$ cat src/hdl/ctrl_pkg.sv
package ctrl_pkg;

	// field widths of the control word
	localparam int wb_sel_w   = 2;
	localparam int src2_sel_w = 2;
	localparam int alu_op_w   = 4;
	localparam int dst_sel_w  = 2;
	localparam int pc_sel_w   = 2;

	// alu and fpu operation codes
	localparam logic [alu_op_w-1:0] alu_sll  = 4'd0;
	localparam logic [alu_op_w-1:0] alu_srl  = 4'd1;
	localparam logic [alu_op_w-1:0] alu_sra  = 4'd2;
	localparam logic [alu_op_w-1:0] alu_add  = 4'd3;
	localparam logic [alu_op_w-1:0] alu_sub  = 4'd4;
	localparam logic [alu_op_w-1:0] alu_and  = 4'd5;
	localparam logic [alu_op_w-1:0] alu_or   = 4'd6;
	localparam logic [alu_op_w-1:0] alu_xor  = 4'd7;
	localparam logic [alu_op_w-1:0] alu_slt  = 4'd8;
	localparam logic [alu_op_w-1:0] alu_beq  = 4'd9;
	localparam logic [alu_op_w-1:0] alu_bne  = 4'd10;
	localparam logic [alu_op_w-1:0] fpu_clt  = 4'd10;	// shares code with bne, fpu side
	localparam logic [alu_op_w-1:0] fpu_cle  = 4'd11;
	localparam logic [alu_op_w-1:0] fpu_ceq  = 4'd12;
	localparam logic [alu_op_w-1:0] fpu_div  = 4'd13;
	localparam logic [alu_op_w-1:0] fpu_mul  = 4'd14;
	localparam logic [alu_op_w-1:0] alu_none = 4'd15;	// no unit in use

	// writeback source
	localparam logic [wb_sel_w-1:0] wb_mem = 2'd1;
	localparam logic [wb_sel_w-1:0] wb_alu = 2'd2;
	localparam logic [wb_sel_w-1:0] wb_pc  = 2'd3;

	// second operand source
	localparam logic [src2_sel_w-1:0] src_rt   = 2'd0;
	localparam logic [src2_sel_w-1:0] src_sa   = 2'd1;
	localparam logic [src2_sel_w-1:0] src_imm  = 2'd2;
	localparam logic [src2_sel_w-1:0] src_none = 2'd3;

	// destination register
	localparam logic [dst_sel_w-1:0] dst_rd   = 2'd0;
	localparam logic [dst_sel_w-1:0] dst_rt   = 2'd1;
	localparam logic [dst_sel_w-1:0] dst_link = 2'd2;

	// next pc source
	localparam logic [pc_sel_w-1:0] pc_jr     = 2'd0;
	localparam logic [pc_sel_w-1:0] pc_jump   = 2'd1;
	localparam logic [pc_sel_w-1:0] pc_branch = 2'd2;
	localparam logic [pc_sel_w-1:0] pc_next   = 2'd3;

endpackage

$ cat src/hdl/isa_pkg.sv
package isa_pkg;

	// major opcodes
	localparam logic [5:0] op_sp   = 6'b000000;	// r-type, decoded by funct
	localparam logic [5:0] op_jp   = 6'b000010;
	localparam logic [5:0] op_jal  = 6'b000011;
	localparam logic [5:0] op_beq  = 6'b000100;
	localparam logic [5:0] op_bne  = 6'b000101;
	localparam logic [5:0] op_addi = 6'b001000;
	localparam logic [5:0] op_andi = 6'b001100;
	localparam logic [5:0] op_ori  = 6'b001101;
	localparam logic [5:0] op_lw   = 6'b100011;
	localparam logic [5:0] op_sw   = 6'b101011;
	localparam logic [5:0] op_in   = 6'b111011;	// uart receive
	localparam logic [5:0] op_out  = 6'b111100;	// uart send
	localparam logic [5:0] op_fpu  = 6'b010001;	// fp group, decoded by funct
	localparam logic [5:0] op_swc  = 6'b111001;	// coprocessor store
	localparam logic [5:0] op_lwc  = 6'b110001;	// coprocessor load

	// funct codes under op_sp
	localparam logic [5:0] fn_sll = 6'b000000;
	localparam logic [5:0] fn_srl = 6'b000010;
	localparam logic [5:0] fn_sra = 6'b000011;
	localparam logic [5:0] fn_jr  = 6'b001000;
	localparam logic [5:0] fn_add = 6'b100000;
	localparam logic [5:0] fn_sub = 6'b100010;
	localparam logic [5:0] fn_and = 6'b100100;
	localparam logic [5:0] fn_or  = 6'b100101;
	localparam logic [5:0] fn_xor = 6'b100110;
	localparam logic [5:0] fn_slt = 6'b101010;

	// fp function codes under op_fpu
	localparam logic [5:0] fmt_add = 6'b000000;
	localparam logic [5:0] fmt_sub = 6'b000001;
	localparam logic [5:0] fmt_mul = 6'b000010;
	localparam logic [5:0] fmt_div = 6'b000011;
	localparam logic [5:0] fmt_ceq = 6'b111100;
	localparam logic [5:0] fmt_cle = 6'b111101;
	localparam logic [5:0] fmt_clt = 6'b111110;

	localparam logic [4:0] reg_link = 5'd31;	// jal return address

	typedef struct packed {
		logic [5:0] op;
		logic [4:0] rs;
		logic [4:0] rt;
		logic [4:0] rd;
		logic [4:0] shamt;
		logic [5:0] funct;
	} r_fields_t;

	typedef struct packed {
		logic [5:0]  op;
		logic [4:0]  rs;
		logic [4:0]  rt;
		logic [15:0] imm;
	} i_fields_t;

	// same 32 bits, two field layouts
	typedef union packed {
		r_fields_t r;
		i_fields_t i;
	} instr_t;

endpackage

$ cat src/hdl/control_decoder.sv
module control_decoder (
	input  logic [5:0]                      opcode,
	input  logic [5:0]                      funct,
	output logic                            use_fpu,
	output logic                            reg_write,
	output logic [ctrl_pkg::wb_sel_w-1:0]   wb_sel,
	output logic [ctrl_pkg::src2_sel_w-1:0] src2_sel,
	output logic                            src1_rs,
	output logic [ctrl_pkg::alu_op_w-1:0]   alu_op,
	output logic [ctrl_pkg::dst_sel_w-1:0]  dst_sel,
	output logic [ctrl_pkg::pc_sel_w-1:0]   pc_sel,
	output logic                            mem_write,
	output logic                            mem_read,
	output logic                            uart_in,
	output logic                            uart_out
);
	import isa_pkg::*;
	import ctrl_pkg::*;

	logic shift_fn;	// sll, srl, sra
	logic alu_fn;	// r-type that writes rd
	logic fp_fn;	// known fp function

	assign shift_fn = funct inside {fn_sll, fn_srl, fn_sra};
	assign alu_fn   = shift_fn || (funct inside {fn_add, fn_sub, fn_and, fn_or, fn_xor, fn_slt});
	assign fp_fn    = funct inside {fmt_add, fmt_sub, fmt_mul, fmt_div, fmt_ceq, fmt_cle,
		fmt_clt};

	always_comb begin
		// no-write word unless the opcode says otherwise
		use_fpu   = 1'b0;
		reg_write = 1'b0;
		wb_sel    = '0;
		src2_sel  = src_none;
		src1_rs   = 1'b1;
		alu_op    = alu_none;
		dst_sel   = dst_rd;
		pc_sel    = pc_next;
		mem_write = 1'b0;
		mem_read  = 1'b0;
		uart_in   = 1'b0;
		uart_out  = 1'b0;
		case (opcode)
			op_sp: begin
				if (alu_fn) begin
					reg_write = 1'b1;
					wb_sel    = wb_alu;
					src2_sel  = shift_fn ? src_sa : src_rt;
					src1_rs   = ~shift_fn;	// shifts take rt as first operand
				end
				case (funct)
					fn_sll: alu_op = alu_sll;
					fn_srl: alu_op = alu_srl;
					fn_sra: alu_op = alu_sra;
					fn_add: alu_op = alu_add;
					fn_sub: alu_op = alu_sub;
					fn_and: alu_op = alu_and;
					fn_or:  alu_op = alu_or;
					fn_xor: alu_op = alu_xor;
					fn_slt: alu_op = alu_slt;
					fn_jr: begin
						alu_op   = alu_add;
						src2_sel = src_rt;
						pc_sel   = pc_jr;
					end
					default: ;
				endcase
			end
			op_jp: pc_sel = pc_jump;
			op_jal: begin
				reg_write = 1'b1;
				wb_sel    = wb_pc;
				dst_sel   = dst_link;
				pc_sel    = pc_jump;
			end
			op_beq, op_bne: begin
				src2_sel = src_rt;
				alu_op   = (opcode == op_beq) ? alu_beq : alu_bne;
				pc_sel   = pc_branch;
			end
			op_addi, op_andi, op_ori: begin
				reg_write = 1'b1;
				wb_sel    = wb_alu;
				src2_sel  = src_imm;
				dst_sel   = dst_rt;
				alu_op    = (opcode == op_addi) ? alu_add :
					(opcode == op_andi) ? alu_and : alu_or;
			end
			op_lw, op_lwc: begin
				use_fpu   = (opcode == op_lwc);
				reg_write = 1'b1;
				wb_sel    = wb_mem;
				src2_sel  = src_imm;
				alu_op    = alu_add;	// address = rs + imm
				dst_sel   = dst_rt;
				mem_read  = 1'b1;
			end
			op_sw, op_swc: begin
				use_fpu   = (opcode == op_swc);
				wb_sel    = wb_alu;
				src2_sel  = src_imm;
				alu_op    = alu_add;
				dst_sel   = dst_rt;
				mem_write = 1'b1;
			end
			op_in:  uart_in = 1'b1;
			op_out: uart_out = 1'b1;
			op_fpu: begin
				use_fpu = 1'b1;
				if (fp_fn) begin
					reg_write = 1'b1;
					wb_sel    = wb_alu;
					src2_sel  = src_rt;
				end
				case (funct)
					fmt_add: alu_op = alu_add;
					fmt_sub: alu_op = alu_sub;
					fmt_mul: alu_op = fpu_mul;
					fmt_div: alu_op = fpu_div;
					fmt_ceq: alu_op = fpu_ceq;
					fmt_cle: alu_op = fpu_cle;
					fmt_clt: alu_op = fpu_clt;
					default: ;
				endcase
			end
			default: ;
		endcase
	end

endmodule

$ cat src/hdl/decode_stage.sv
module decode_stage (
	input  logic                            clk,
	input  logic                            rst,
	input  logic                            in_valid,
	input  logic                            stall,
	input  isa_pkg::instr_t                 instr,
	input  logic                            dec_use_fpu,
	input  logic                            dec_reg_write,
	input  logic [ctrl_pkg::wb_sel_w-1:0]   dec_wb_sel,
	input  logic [ctrl_pkg::src2_sel_w-1:0] dec_src2_sel,
	input  logic                            dec_src1_rs,
	input  logic [ctrl_pkg::alu_op_w-1:0]   dec_alu_op,
	input  logic [ctrl_pkg::dst_sel_w-1:0]  dec_dst_sel,
	input  logic [ctrl_pkg::pc_sel_w-1:0]   dec_pc_sel,
	input  logic                            dec_mem_write,
	input  logic                            dec_mem_read,
	input  logic                            dec_uart_in,
	input  logic                            dec_uart_out,
	input  logic [31:0]                     sext_imm,
	input  logic [31:0]                     zext_imm,
	input  logic [31:0]                     sa_imm,
	input  logic [31:0]                     imm_branch_target,
	input  logic [31:0]                     imm_jump_target,
	output logic                            out_valid,
	output logic                            use_fpu,
	output logic                            reg_write,
	output logic [ctrl_pkg::wb_sel_w-1:0]   wb_sel,
	output logic [ctrl_pkg::src2_sel_w-1:0] src2_sel,
	output logic                            src1_rs,
	output logic [ctrl_pkg::alu_op_w-1:0]   alu_op,
	output logic [ctrl_pkg::pc_sel_w-1:0]   pc_sel,
	output logic                            mem_write,
	output logic                            mem_read,
	output logic                            uart_in,
	output logic                            uart_out,
	output logic [4:0]                      rs,
	output logic [4:0]                      rt,
	output logic [4:0]                      dst_reg,
	output logic [31:0]                     imm_val,
	output logic [31:0]                     branch_target,
	output logic [31:0]                     jump_target
);
	import isa_pkg::*;
	import ctrl_pkg::*;

	logic [31:0] imm_next;
	logic [4:0]  dst_next;

	always_comb begin
		case (dec_src2_sel)
			src_sa:  imm_next = sa_imm;
			src_imm: imm_next = (dec_alu_op == alu_and || dec_alu_op == alu_or) ?
				zext_imm : sext_imm;	// logical ops zero-extend
			default: imm_next = '0;
		endcase
	end

	always_comb begin
		case (dec_dst_sel)
			dst_rt:   dst_next = instr.i.rt;
			dst_link: dst_next = reg_link;
			default:  dst_next = instr.r.rd;
		endcase
	end

	// control state, cleared on a bubble
	always_ff @(posedge clk) begin
		if (rst) begin
			out_valid <= 1'b0;
			reg_write <= 1'b0;
			pc_sel    <= pc_next;
			mem_write <= 1'b0;
			mem_read  <= 1'b0;
			uart_in   <= 1'b0;
			uart_out  <= 1'b0;
		end else if (!stall) begin
			out_valid <= in_valid;
			reg_write <= in_valid & dec_reg_write;
			pc_sel    <= in_valid ? dec_pc_sel : pc_next;
			mem_write <= in_valid & dec_mem_write;
			mem_read  <= in_valid & dec_mem_read;
			uart_in   <= in_valid & dec_uart_in;
			uart_out  <= in_valid & dec_uart_out;
		end
	end

	// payload
	always_ff @(posedge clk) begin
		if (!stall) begin
			use_fpu       <= dec_use_fpu;
			wb_sel        <= dec_wb_sel;
			src2_sel      <= dec_src2_sel;
			src1_rs       <= dec_src1_rs;
			alu_op        <= dec_alu_op;
			rs            <= instr.r.rs;
			rt            <= instr.r.rt;
			dst_reg       <= dst_next;
			imm_val       <= imm_next;
			branch_target <= imm_branch_target;
			jump_target   <= imm_jump_target;
		end
	end

endmodule

$ cat src/hdl/decode_unit.sv
module decode_unit (
	input  logic                            clk,
	input  logic                            rst,
	input  logic                            in_valid,
	input  logic [31:0]                     instr,
	input  logic [31:0]                     pc,
	input  logic                            stall,
	output logic                            out_valid,
	output logic                            use_fpu,
	output logic                            reg_write,
	output logic [ctrl_pkg::wb_sel_w-1:0]   wb_sel,
	output logic [ctrl_pkg::src2_sel_w-1:0] src2_sel,
	output logic                            src1_rs,
	output logic [ctrl_pkg::alu_op_w-1:0]   alu_op,
	output logic [ctrl_pkg::pc_sel_w-1:0]   pc_sel,
	output logic                            mem_write,
	output logic                            mem_read,
	output logic                            uart_in,
	output logic                            uart_out,
	output logic [4:0]                      rs,
	output logic [4:0]                      rt,
	output logic [4:0]                      dst_reg,
	output logic [31:0]                     imm_val,
	output logic [31:0]                     branch_target,
	output logic [31:0]                     jump_target
);
	import isa_pkg::*;
	import ctrl_pkg::*;

	instr_t                instr_u;	// field view of the raw word
	logic                  dec_use_fpu;
	logic                  dec_reg_write;
	logic [wb_sel_w-1:0]   dec_wb_sel;
	logic [src2_sel_w-1:0] dec_src2_sel;
	logic                  dec_src1_rs;
	logic [alu_op_w-1:0]   dec_alu_op;
	logic [dst_sel_w-1:0]  dec_dst_sel;
	logic [pc_sel_w-1:0]   dec_pc_sel;
	logic                  dec_mem_write;
	logic                  dec_mem_read;
	logic                  dec_uart_in;
	logic                  dec_uart_out;
	logic [31:0]           sext_imm;
	logic [31:0]           zext_imm;
	logic [31:0]           sa_imm;
	logic [31:0]           imm_branch_target;
	logic [31:0]           imm_jump_target;

	assign instr_u = instr;

	control_decoder control_decoder_inst (
		.opcode    (instr_u.r.op),
		.funct     (instr_u.r.funct),
		.use_fpu   (dec_use_fpu),
		.reg_write (dec_reg_write),
		.wb_sel    (dec_wb_sel),
		.src2_sel  (dec_src2_sel),
		.src1_rs   (dec_src1_rs),
		.alu_op    (dec_alu_op),
		.dst_sel   (dec_dst_sel),
		.pc_sel    (dec_pc_sel),
		.mem_write (dec_mem_write),
		.mem_read  (dec_mem_read),
		.uart_in   (dec_uart_in),
		.uart_out  (dec_uart_out)
	);

	imm_unit imm_unit_inst (
		.instr         (instr_u),
		.pc            (pc),
		.sext_imm      (sext_imm),
		.zext_imm      (zext_imm),
		.sa_imm        (sa_imm),
		.branch_target (imm_branch_target),
		.jump_target   (imm_jump_target)
	);

	decode_stage decode_stage_inst (
		.clk               (clk),
		.rst               (rst),
		.in_valid          (in_valid),
		.stall             (stall),
		.instr             (instr_u),
		.dec_use_fpu       (dec_use_fpu),
		.dec_reg_write     (dec_reg_write),
		.dec_wb_sel        (dec_wb_sel),
		.dec_src2_sel      (dec_src2_sel),
		.dec_src1_rs       (dec_src1_rs),
		.dec_alu_op        (dec_alu_op),
		.dec_dst_sel       (dec_dst_sel),
		.dec_pc_sel        (dec_pc_sel),
		.dec_mem_write     (dec_mem_write),
		.dec_mem_read      (dec_mem_read),
		.dec_uart_in       (dec_uart_in),
		.dec_uart_out      (dec_uart_out),
		.sext_imm          (sext_imm),
		.zext_imm          (zext_imm),
		.sa_imm            (sa_imm),
		.imm_branch_target (imm_branch_target),
		.imm_jump_target   (imm_jump_target),
		.out_valid         (out_valid),
		.use_fpu           (use_fpu),
		.reg_write         (reg_write),
		.wb_sel            (wb_sel),
		.src2_sel          (src2_sel),
		.src1_rs           (src1_rs),
		.alu_op            (alu_op),
		.pc_sel            (pc_sel),
		.mem_write         (mem_write),
		.mem_read          (mem_read),
		.uart_in           (uart_in),
		.uart_out          (uart_out),
		.rs                (rs),
		.rt                (rt),
		.dst_reg           (dst_reg),
		.imm_val           (imm_val),
		.branch_target     (branch_target),
		.jump_target       (jump_target)
	);

endmodule

$ cat src/hdl/imm_unit.sv
module imm_unit (
	input  isa_pkg::instr_t instr,
	input  logic [31:0]     pc,
	output logic [31:0]     sext_imm,
	output logic [31:0]     zext_imm,
	output logic [31:0]     sa_imm,
	output logic [31:0]     branch_target,
	output logic [31:0]     jump_target
);

	logic [31:0] pc_plus4;

	assign pc_plus4 = pc + 32'd4;

	assign sext_imm = {{16{instr.i.imm[15]}}, instr.i.imm};
	assign zext_imm = {16'h0000, instr.i.imm};	// andi, ori
	assign sa_imm   = {27'd0, instr.r.shamt};

	// offset counts words from the delay slot address
	assign branch_target = pc_plus4 + {sext_imm[29:0], 2'b00};

	// region bits of pc+4, word index from the low 26 bits
	assign jump_target = {pc_plus4[31:28], instr[25:0], 2'b00};

endmodule

$ cat config.mk
export PLATFORM = sky130hd
export DESIGN_NAME = decode_unit
export DESIGN_NICKNAME = d
export VERILOG_FILES = /design/src/hdl/ctrl_pkg.sv /design/src/hdl/isa_pkg.sv /design/src/hdl/control_decoder.sv /design/src/hdl/decode_stage.sv /design/src/hdl/decode_unit.sv /design/src/hdl/imm_unit.sv
export SDC_FILE = /design/constraint.sdc
export NUM_CORES = 1
export LEC_CHECK = 0
export BUFFER_PORTS_ARGS = -buffer_cell sky130_fd_sc_hd__buf_4
export CAP_MARGIN = 20
export CORE_ASPECT_RATIO = 0.6
export CORE_UTILIZATION = 25
export DETAILED_ROUTE_END_ITERATION = 10
export PLACE_DENSITY = 0.44
export SLEW_MARGIN = 0
export SYNTH_ARGS = -nofsm -noshare
export SYNTH_HDL_FRONTEND = slang
export SYNTH_HIERARCHICAL = 1
export SYNTH_SLANG_ARGS = --single-unit
$ cat constraint.sdc
create_clock -name clk -period 11.6 [get_ports clk]
set_input_delay 0.58 -clock clk [delete_from_list [all_inputs] [get_ports clk]]
set_output_delay 0.58 -clock clk [all_outputs]
set_load 0.05 [all_outputs]
# == Yosys cells after proc, flatten, opt, wreduce, memory -nomap -nowiden ==
# Index checks and enable logic that the tools add are counted.
# W data, S select, Z words.
# op_classes
addsub,2
multipliers,0
n_div,0
n_lt_le_gt_ge,0
eq_ne,33
shifts,0
muxes,29
bitwise,6
n_reduce_logical,18
# op_table
cell,count
$eq A6 B6 Y1 const B,15
$pmux W32 S2,1
$pmux W4 S9,1
$add A32 B3 Y32 const B,1
$add A32 B32 Y32,1
$mux W32,1
$pmux W4 S7,1
$eq A6 B2 Y1 const B,4
$eq A6 B4 Y1 const B,4
$pmux W4 S5,1
$mux W2,9
$eq A6 B3 Y1 const B,2
$logic_not A6 Y1,2
$pmux W2 S5,1
$pmux W5 S2,1
$reduce_or A2 Y1,5
$eq A4 B3 Y1 const B,2
$pmux W2 S4,1
$mux W1,7
$reduce_bool A7 Y1,1
$reduce_or A7 Y1,1
$eq A6 B1 Y1 const B,1
$eq A6 B5 Y1 const B,1
$pmux W1 S3,2
15 further kinds,22
# word_totals
regBits,127
latchBits,0
mem_bits_rw,0
romBits,0
inputBits,68
output_inout_bits,129
word_cells,106
mem_count,0

# == Depth between registers and ports, before layout ==
# logic_depth
ltp_word,8
ltp_mapped,13
mapped_depth_nobuf,13

# == Cells and area by module ==
# Netlist, hierarchy kept.
# by_module_without_submodules
mod,n_inst,cells_each,area_each_um2,seq_area_each_um2
decode_stage,1,333,5094.9,3793.6
imm_unit,1,452,3362.0,0.0
control_decoder,1,121,700.7,0.0

# == Worst setup path after synthesis ==
# No wires, ideal clock.
# synth_path
path_type,input port to flip-flop
startpoint,in stall
endpoint,"reg decode_stage_inst/alu_op[0] (netlist name), enable pin"
setup_ns,1.198
arrival_time_ns,3.057
required_time_ns,10.402
slack_ns,7.345
stages,2
n_path_buf,1
path_cell_list,buf_2 clkinv_1
# synth_rtl
element,line_no,source
from (decl),decode_unit.sv:7,"input logic stall,"
to (signal assigned),decode_stage.sv:94,alu_op <= dec_alu_op;
to (decl),decode_stage.sv:30,"output logic [ctrl_pkg::alu_op_w-1:0] alu_op,"
# No word-level cell between the ends.

# == Worst setup path in the final report ==
# layout_path
startpoint,in pc[4]
endpoint,reg decode_stage_inst.branch_target[30] (data pin)
# layout_via
elab_chain_len,2
# layout_lines
element,line_no,source
from (decl),decode_unit.sv:6,"input logic [31:0] pc,"
$add A32 B3 Y32,imm_unit.sv:13,assign pc_plus4 = pc + 32'd4;
net imm_jump_target[28],decode_unit.sv:47,logic [31:0] imm_jump_target;
$add A32 B32 Y32,imm_unit.sv:20,"assign branch_target = pc_plus4 + {sext_imm[29:0], 2'b00};"
net imm_branch_target[30],decode_unit.sv:46,logic [31:0] imm_branch_target;
to (signal assigned),decode_stage.sv:99,branch_target <= imm_branch_target;
to (decl),decode_stage.sv:40,"output logic [31:0] branch_target,"
# The timed path passes the listed nets, and every way through them passes these cells.
# A chain may end at the register's enable or synchronous reset.

==> impl_metrics.toml <==
[clock_network]
clock_sinks = 129
clkTransAtPathRegs_ns = 0.07
cts_buffers = 17
post_cts_resized = 0
clock_latency_ns = 0.43
postCtsSetupRepairBufs = 0
postCtsHoldBufs = 0
clockBufferDepth = 2
tritoncts = "built"
cts_max_level = 4
clockRootBuffer = "clkbuf_16"

[worst_setup_path]
regToRegStartpoint = "decode_stage_inst/reg_write"
required_ns = 11.84
crit_arrival_ns = 3.93
crit_chain = "buf_4 -> and4_2 -> nand2_1 -> nor2_1 -> nand4_1 -> xnor2_1 -> ha_1 -> inv_1 -> o21ai_0 -> a21o_1 -> mux2_2 -> a41o_1 -> a311oi_1"
path_max_fanout = 9
rr_worst_depth = 2
critPathSlowestCell = "nor2_1"
start_kind = "input port"
cp.buffers_inverters = 2
reg2reg_to = "decode_stage_inst/reg_write"
cp_slowest_stage_delay_ns = 0.54
cp_top_family = "simple AND/OR/NAND/NOR gates"
end_kind = "register"
reg2reg_slack_ns = 10.98
crit_type = "in2reg"

[placed_design]
io_buffers = 196
gp_congestion = 0.863
dp_hpwl_um = 20400

[grt]
grtUsageTotal = 0.147
antenna_found_initial = 0
grt_first_pass_wirelength_um = 40700
grt_overflow = 0
grt_start_max_net_pins = 69
grt_pass1_vias = 6241

[timing]
drv_slew = 0
fin_hold_ws_ns = 0.317
slew_headroom = 0.352
fmax_ghz = 0.271
rsz0062_at_grt = "no"
fin_crit_sh = 0.318
worst_slew_pin_slew_ns = 0.972
hold_viol_final = 0
finalSetupTns_ns = 0
finClkSkew_ns = 0
setup_viol = 0
post-route-min-period_ns = 3.69

[worst_hold_path]
min_path_type = "in2reg"
hold_depth = 1
whs_endpoint = "decode_stage_inst/branch_target[0]"
hp-start = "pc[0]"

[power_and_ir_drop]
pwr-share-comb = 0.288
p_leak_nw = 4.34
p_int_mw = 1.02
clock_power_share = 0.345
p_sw_frac = 0.359
vdd_ir_drop_max_mv = 0.100
seqPwrFrac = 0.366
power_density_mw_per_mm2 = 147
switchingPower_mw = 0.570

[logic_synthesis]
ys_ff_latch = 129
synth-edff-count = 121
yosysSeqAreaShare = 0.414
ys.flop_type = "edfxtp_1"
synth_cells = 906
synth_area_per_cell_um2 = 10.1
ys_async_sr_fraction = 0
synth-warning-count = 6
synthDistinctLibCells = 87
syn_area_mm2 = 0.00916

[floorplanning]
rows = 53
initial_core_util = 0.258
num_io_pins = 197
die_area_mm2 = 0.0374
core_area_mm2 = 0.0355
chipWidth_um = 249
die_h_um = 150

[layout]
biggestRegsByFlops = "decode_stage_inst/branch_target x32, decode_stage_inst/imm_val x32, decode_stage_inst/jump_target x32"
multiInputGateArea_mm2 = 0.00427
final_common_cell = "buf_4"
final_nets = 1112
final_util = 0.304
final_cell_mix = "buf_4, nand2_1, edfxtp_1"
area_growth_syn_to_layout_pct = 18.1
n_fill_cell = 3697
drive_gt1_frac = 0.292
seq_area_mm2 = 0.00379
num_antenna_cells = 0

[detailed_routing]
routed_via_density = 4.56
vias = 6764
remaining_drc_errors = 0
final_antenna_net_count = 0
dr.pass1.iters = 5
drt-wirelength-per-cell_um = 18.5
routed_wl_um = 27300
drt_iter0_drc = 434

[outcome]
outcome = "finished clean"

[run]
max_cap_violations = 0
[worst max-delay path by stage]
stage	start	cells after the start	to	slack, ns
floorplan	stall	2	decode_stage_inst/alu_op[0]	7.34
global placement	pc[4]	13	decode_stage_inst/branch_target[30]	7.59
detailed placement	pc[4]	13	decode_stage_inst/branch_target[30]	7.54
CTS	pc[4]	13	decode_stage_inst/branch_target[30]	8.00
global route	pc[4]	13	decode_stage_inst/branch_target[30]	7.76
finish	pc[4]	13	decode_stage_inst/branch_target[30]	7.91
[cells in the mapped netlist, types with 4 or more instances]
master    number  area [um2]
buf_4        128         961
nand3_1       19        95.1
dfxtp_1        8         160
o21ai_0       26         130
nor2b_1        8        50.1
o21bai_1       6        45.0
a21oi_1       44         220
nor3_1        15        75.1
and4_1         6        52.6
and2_1         6        37.5
nor4_1         5        31.3
ha_1          41         513
buf_2         18        90.1
o21ai_1        4        20.0
a31oi_1        4        25.0
xnor2_1       36         315
o211ai_1       4        30.0
nand2_1      123         462
inv_1         20        75.1
clkbuf_1      13        48.8
a21o_1        10        75.1
nand2b_1       5        31.3
nand4_1       50         313
nor2_1        47         176
o211ai_2      30         375
edfxtp_1     121        3630
buf_12         4        80.1
xor2_1        17         149
nor3b_1        4        30.0
[power by group through the flow]
stage	clock network [mW]	registers, mW	logic (mW)
floorplan	0	0.744	0.178
global placement	0	0.591	0.459
detailed placement	0	0.591	0.458
CTS	0.569	0.582	0.460
global route	0.586	0.585	0.487
finish	0.548	0.581	0.458
[stage by stage]
step                      instance area (um2)  std cells  setup slack [ns]  power, mW
after floorplan                          9320        950              7.34      0.923
after global placement                  10200       1450              7.59       1.05
after detailed placement                10200       1450              7.54       1.05
after CTS                               10800       1482              8.00       1.61
after global routing                    10800       1482              7.76       1.66
final                                   10800       1482              7.91       1.59
[final cells by class]
class                   instances  share of cell area
flip-flops and latches        129               0.351
clock inverters                15              0.0147
well taps                     467              0.0540
inverters                      22             0.00810
clock buffers                  17              0.0393
repair buffers                199               0.138
multi-input cells             633               0.395
[routing by layer]
metal / part of all wire / global-route usage / vias to the layer above
li1: - / - / 3337
met1: 0.54 / 0.229 / 3220
met2: 0.39 / 0.192 / 191
met3: 0.066 / 0.0392 / 16
met4: 0.010 / 0.0407 / 0
met5: 0 / 0 / -
[cell families after synthesis]
logic type,Yosys count,share of synthesized area
flip-flops,129,0.414
AO/OA/AOI/OAI,175,0.155
XOR/XNOR,55,0.0542
other,1,0.000409
buffers and inverters,188,0.141
adder cells (fa/ha/maj),42,0.0582
multiplexers,4,0.00451
AND/OR/NAND/NOR,312,0.173
Note: power is estimated with default switching activity, not from simulation.
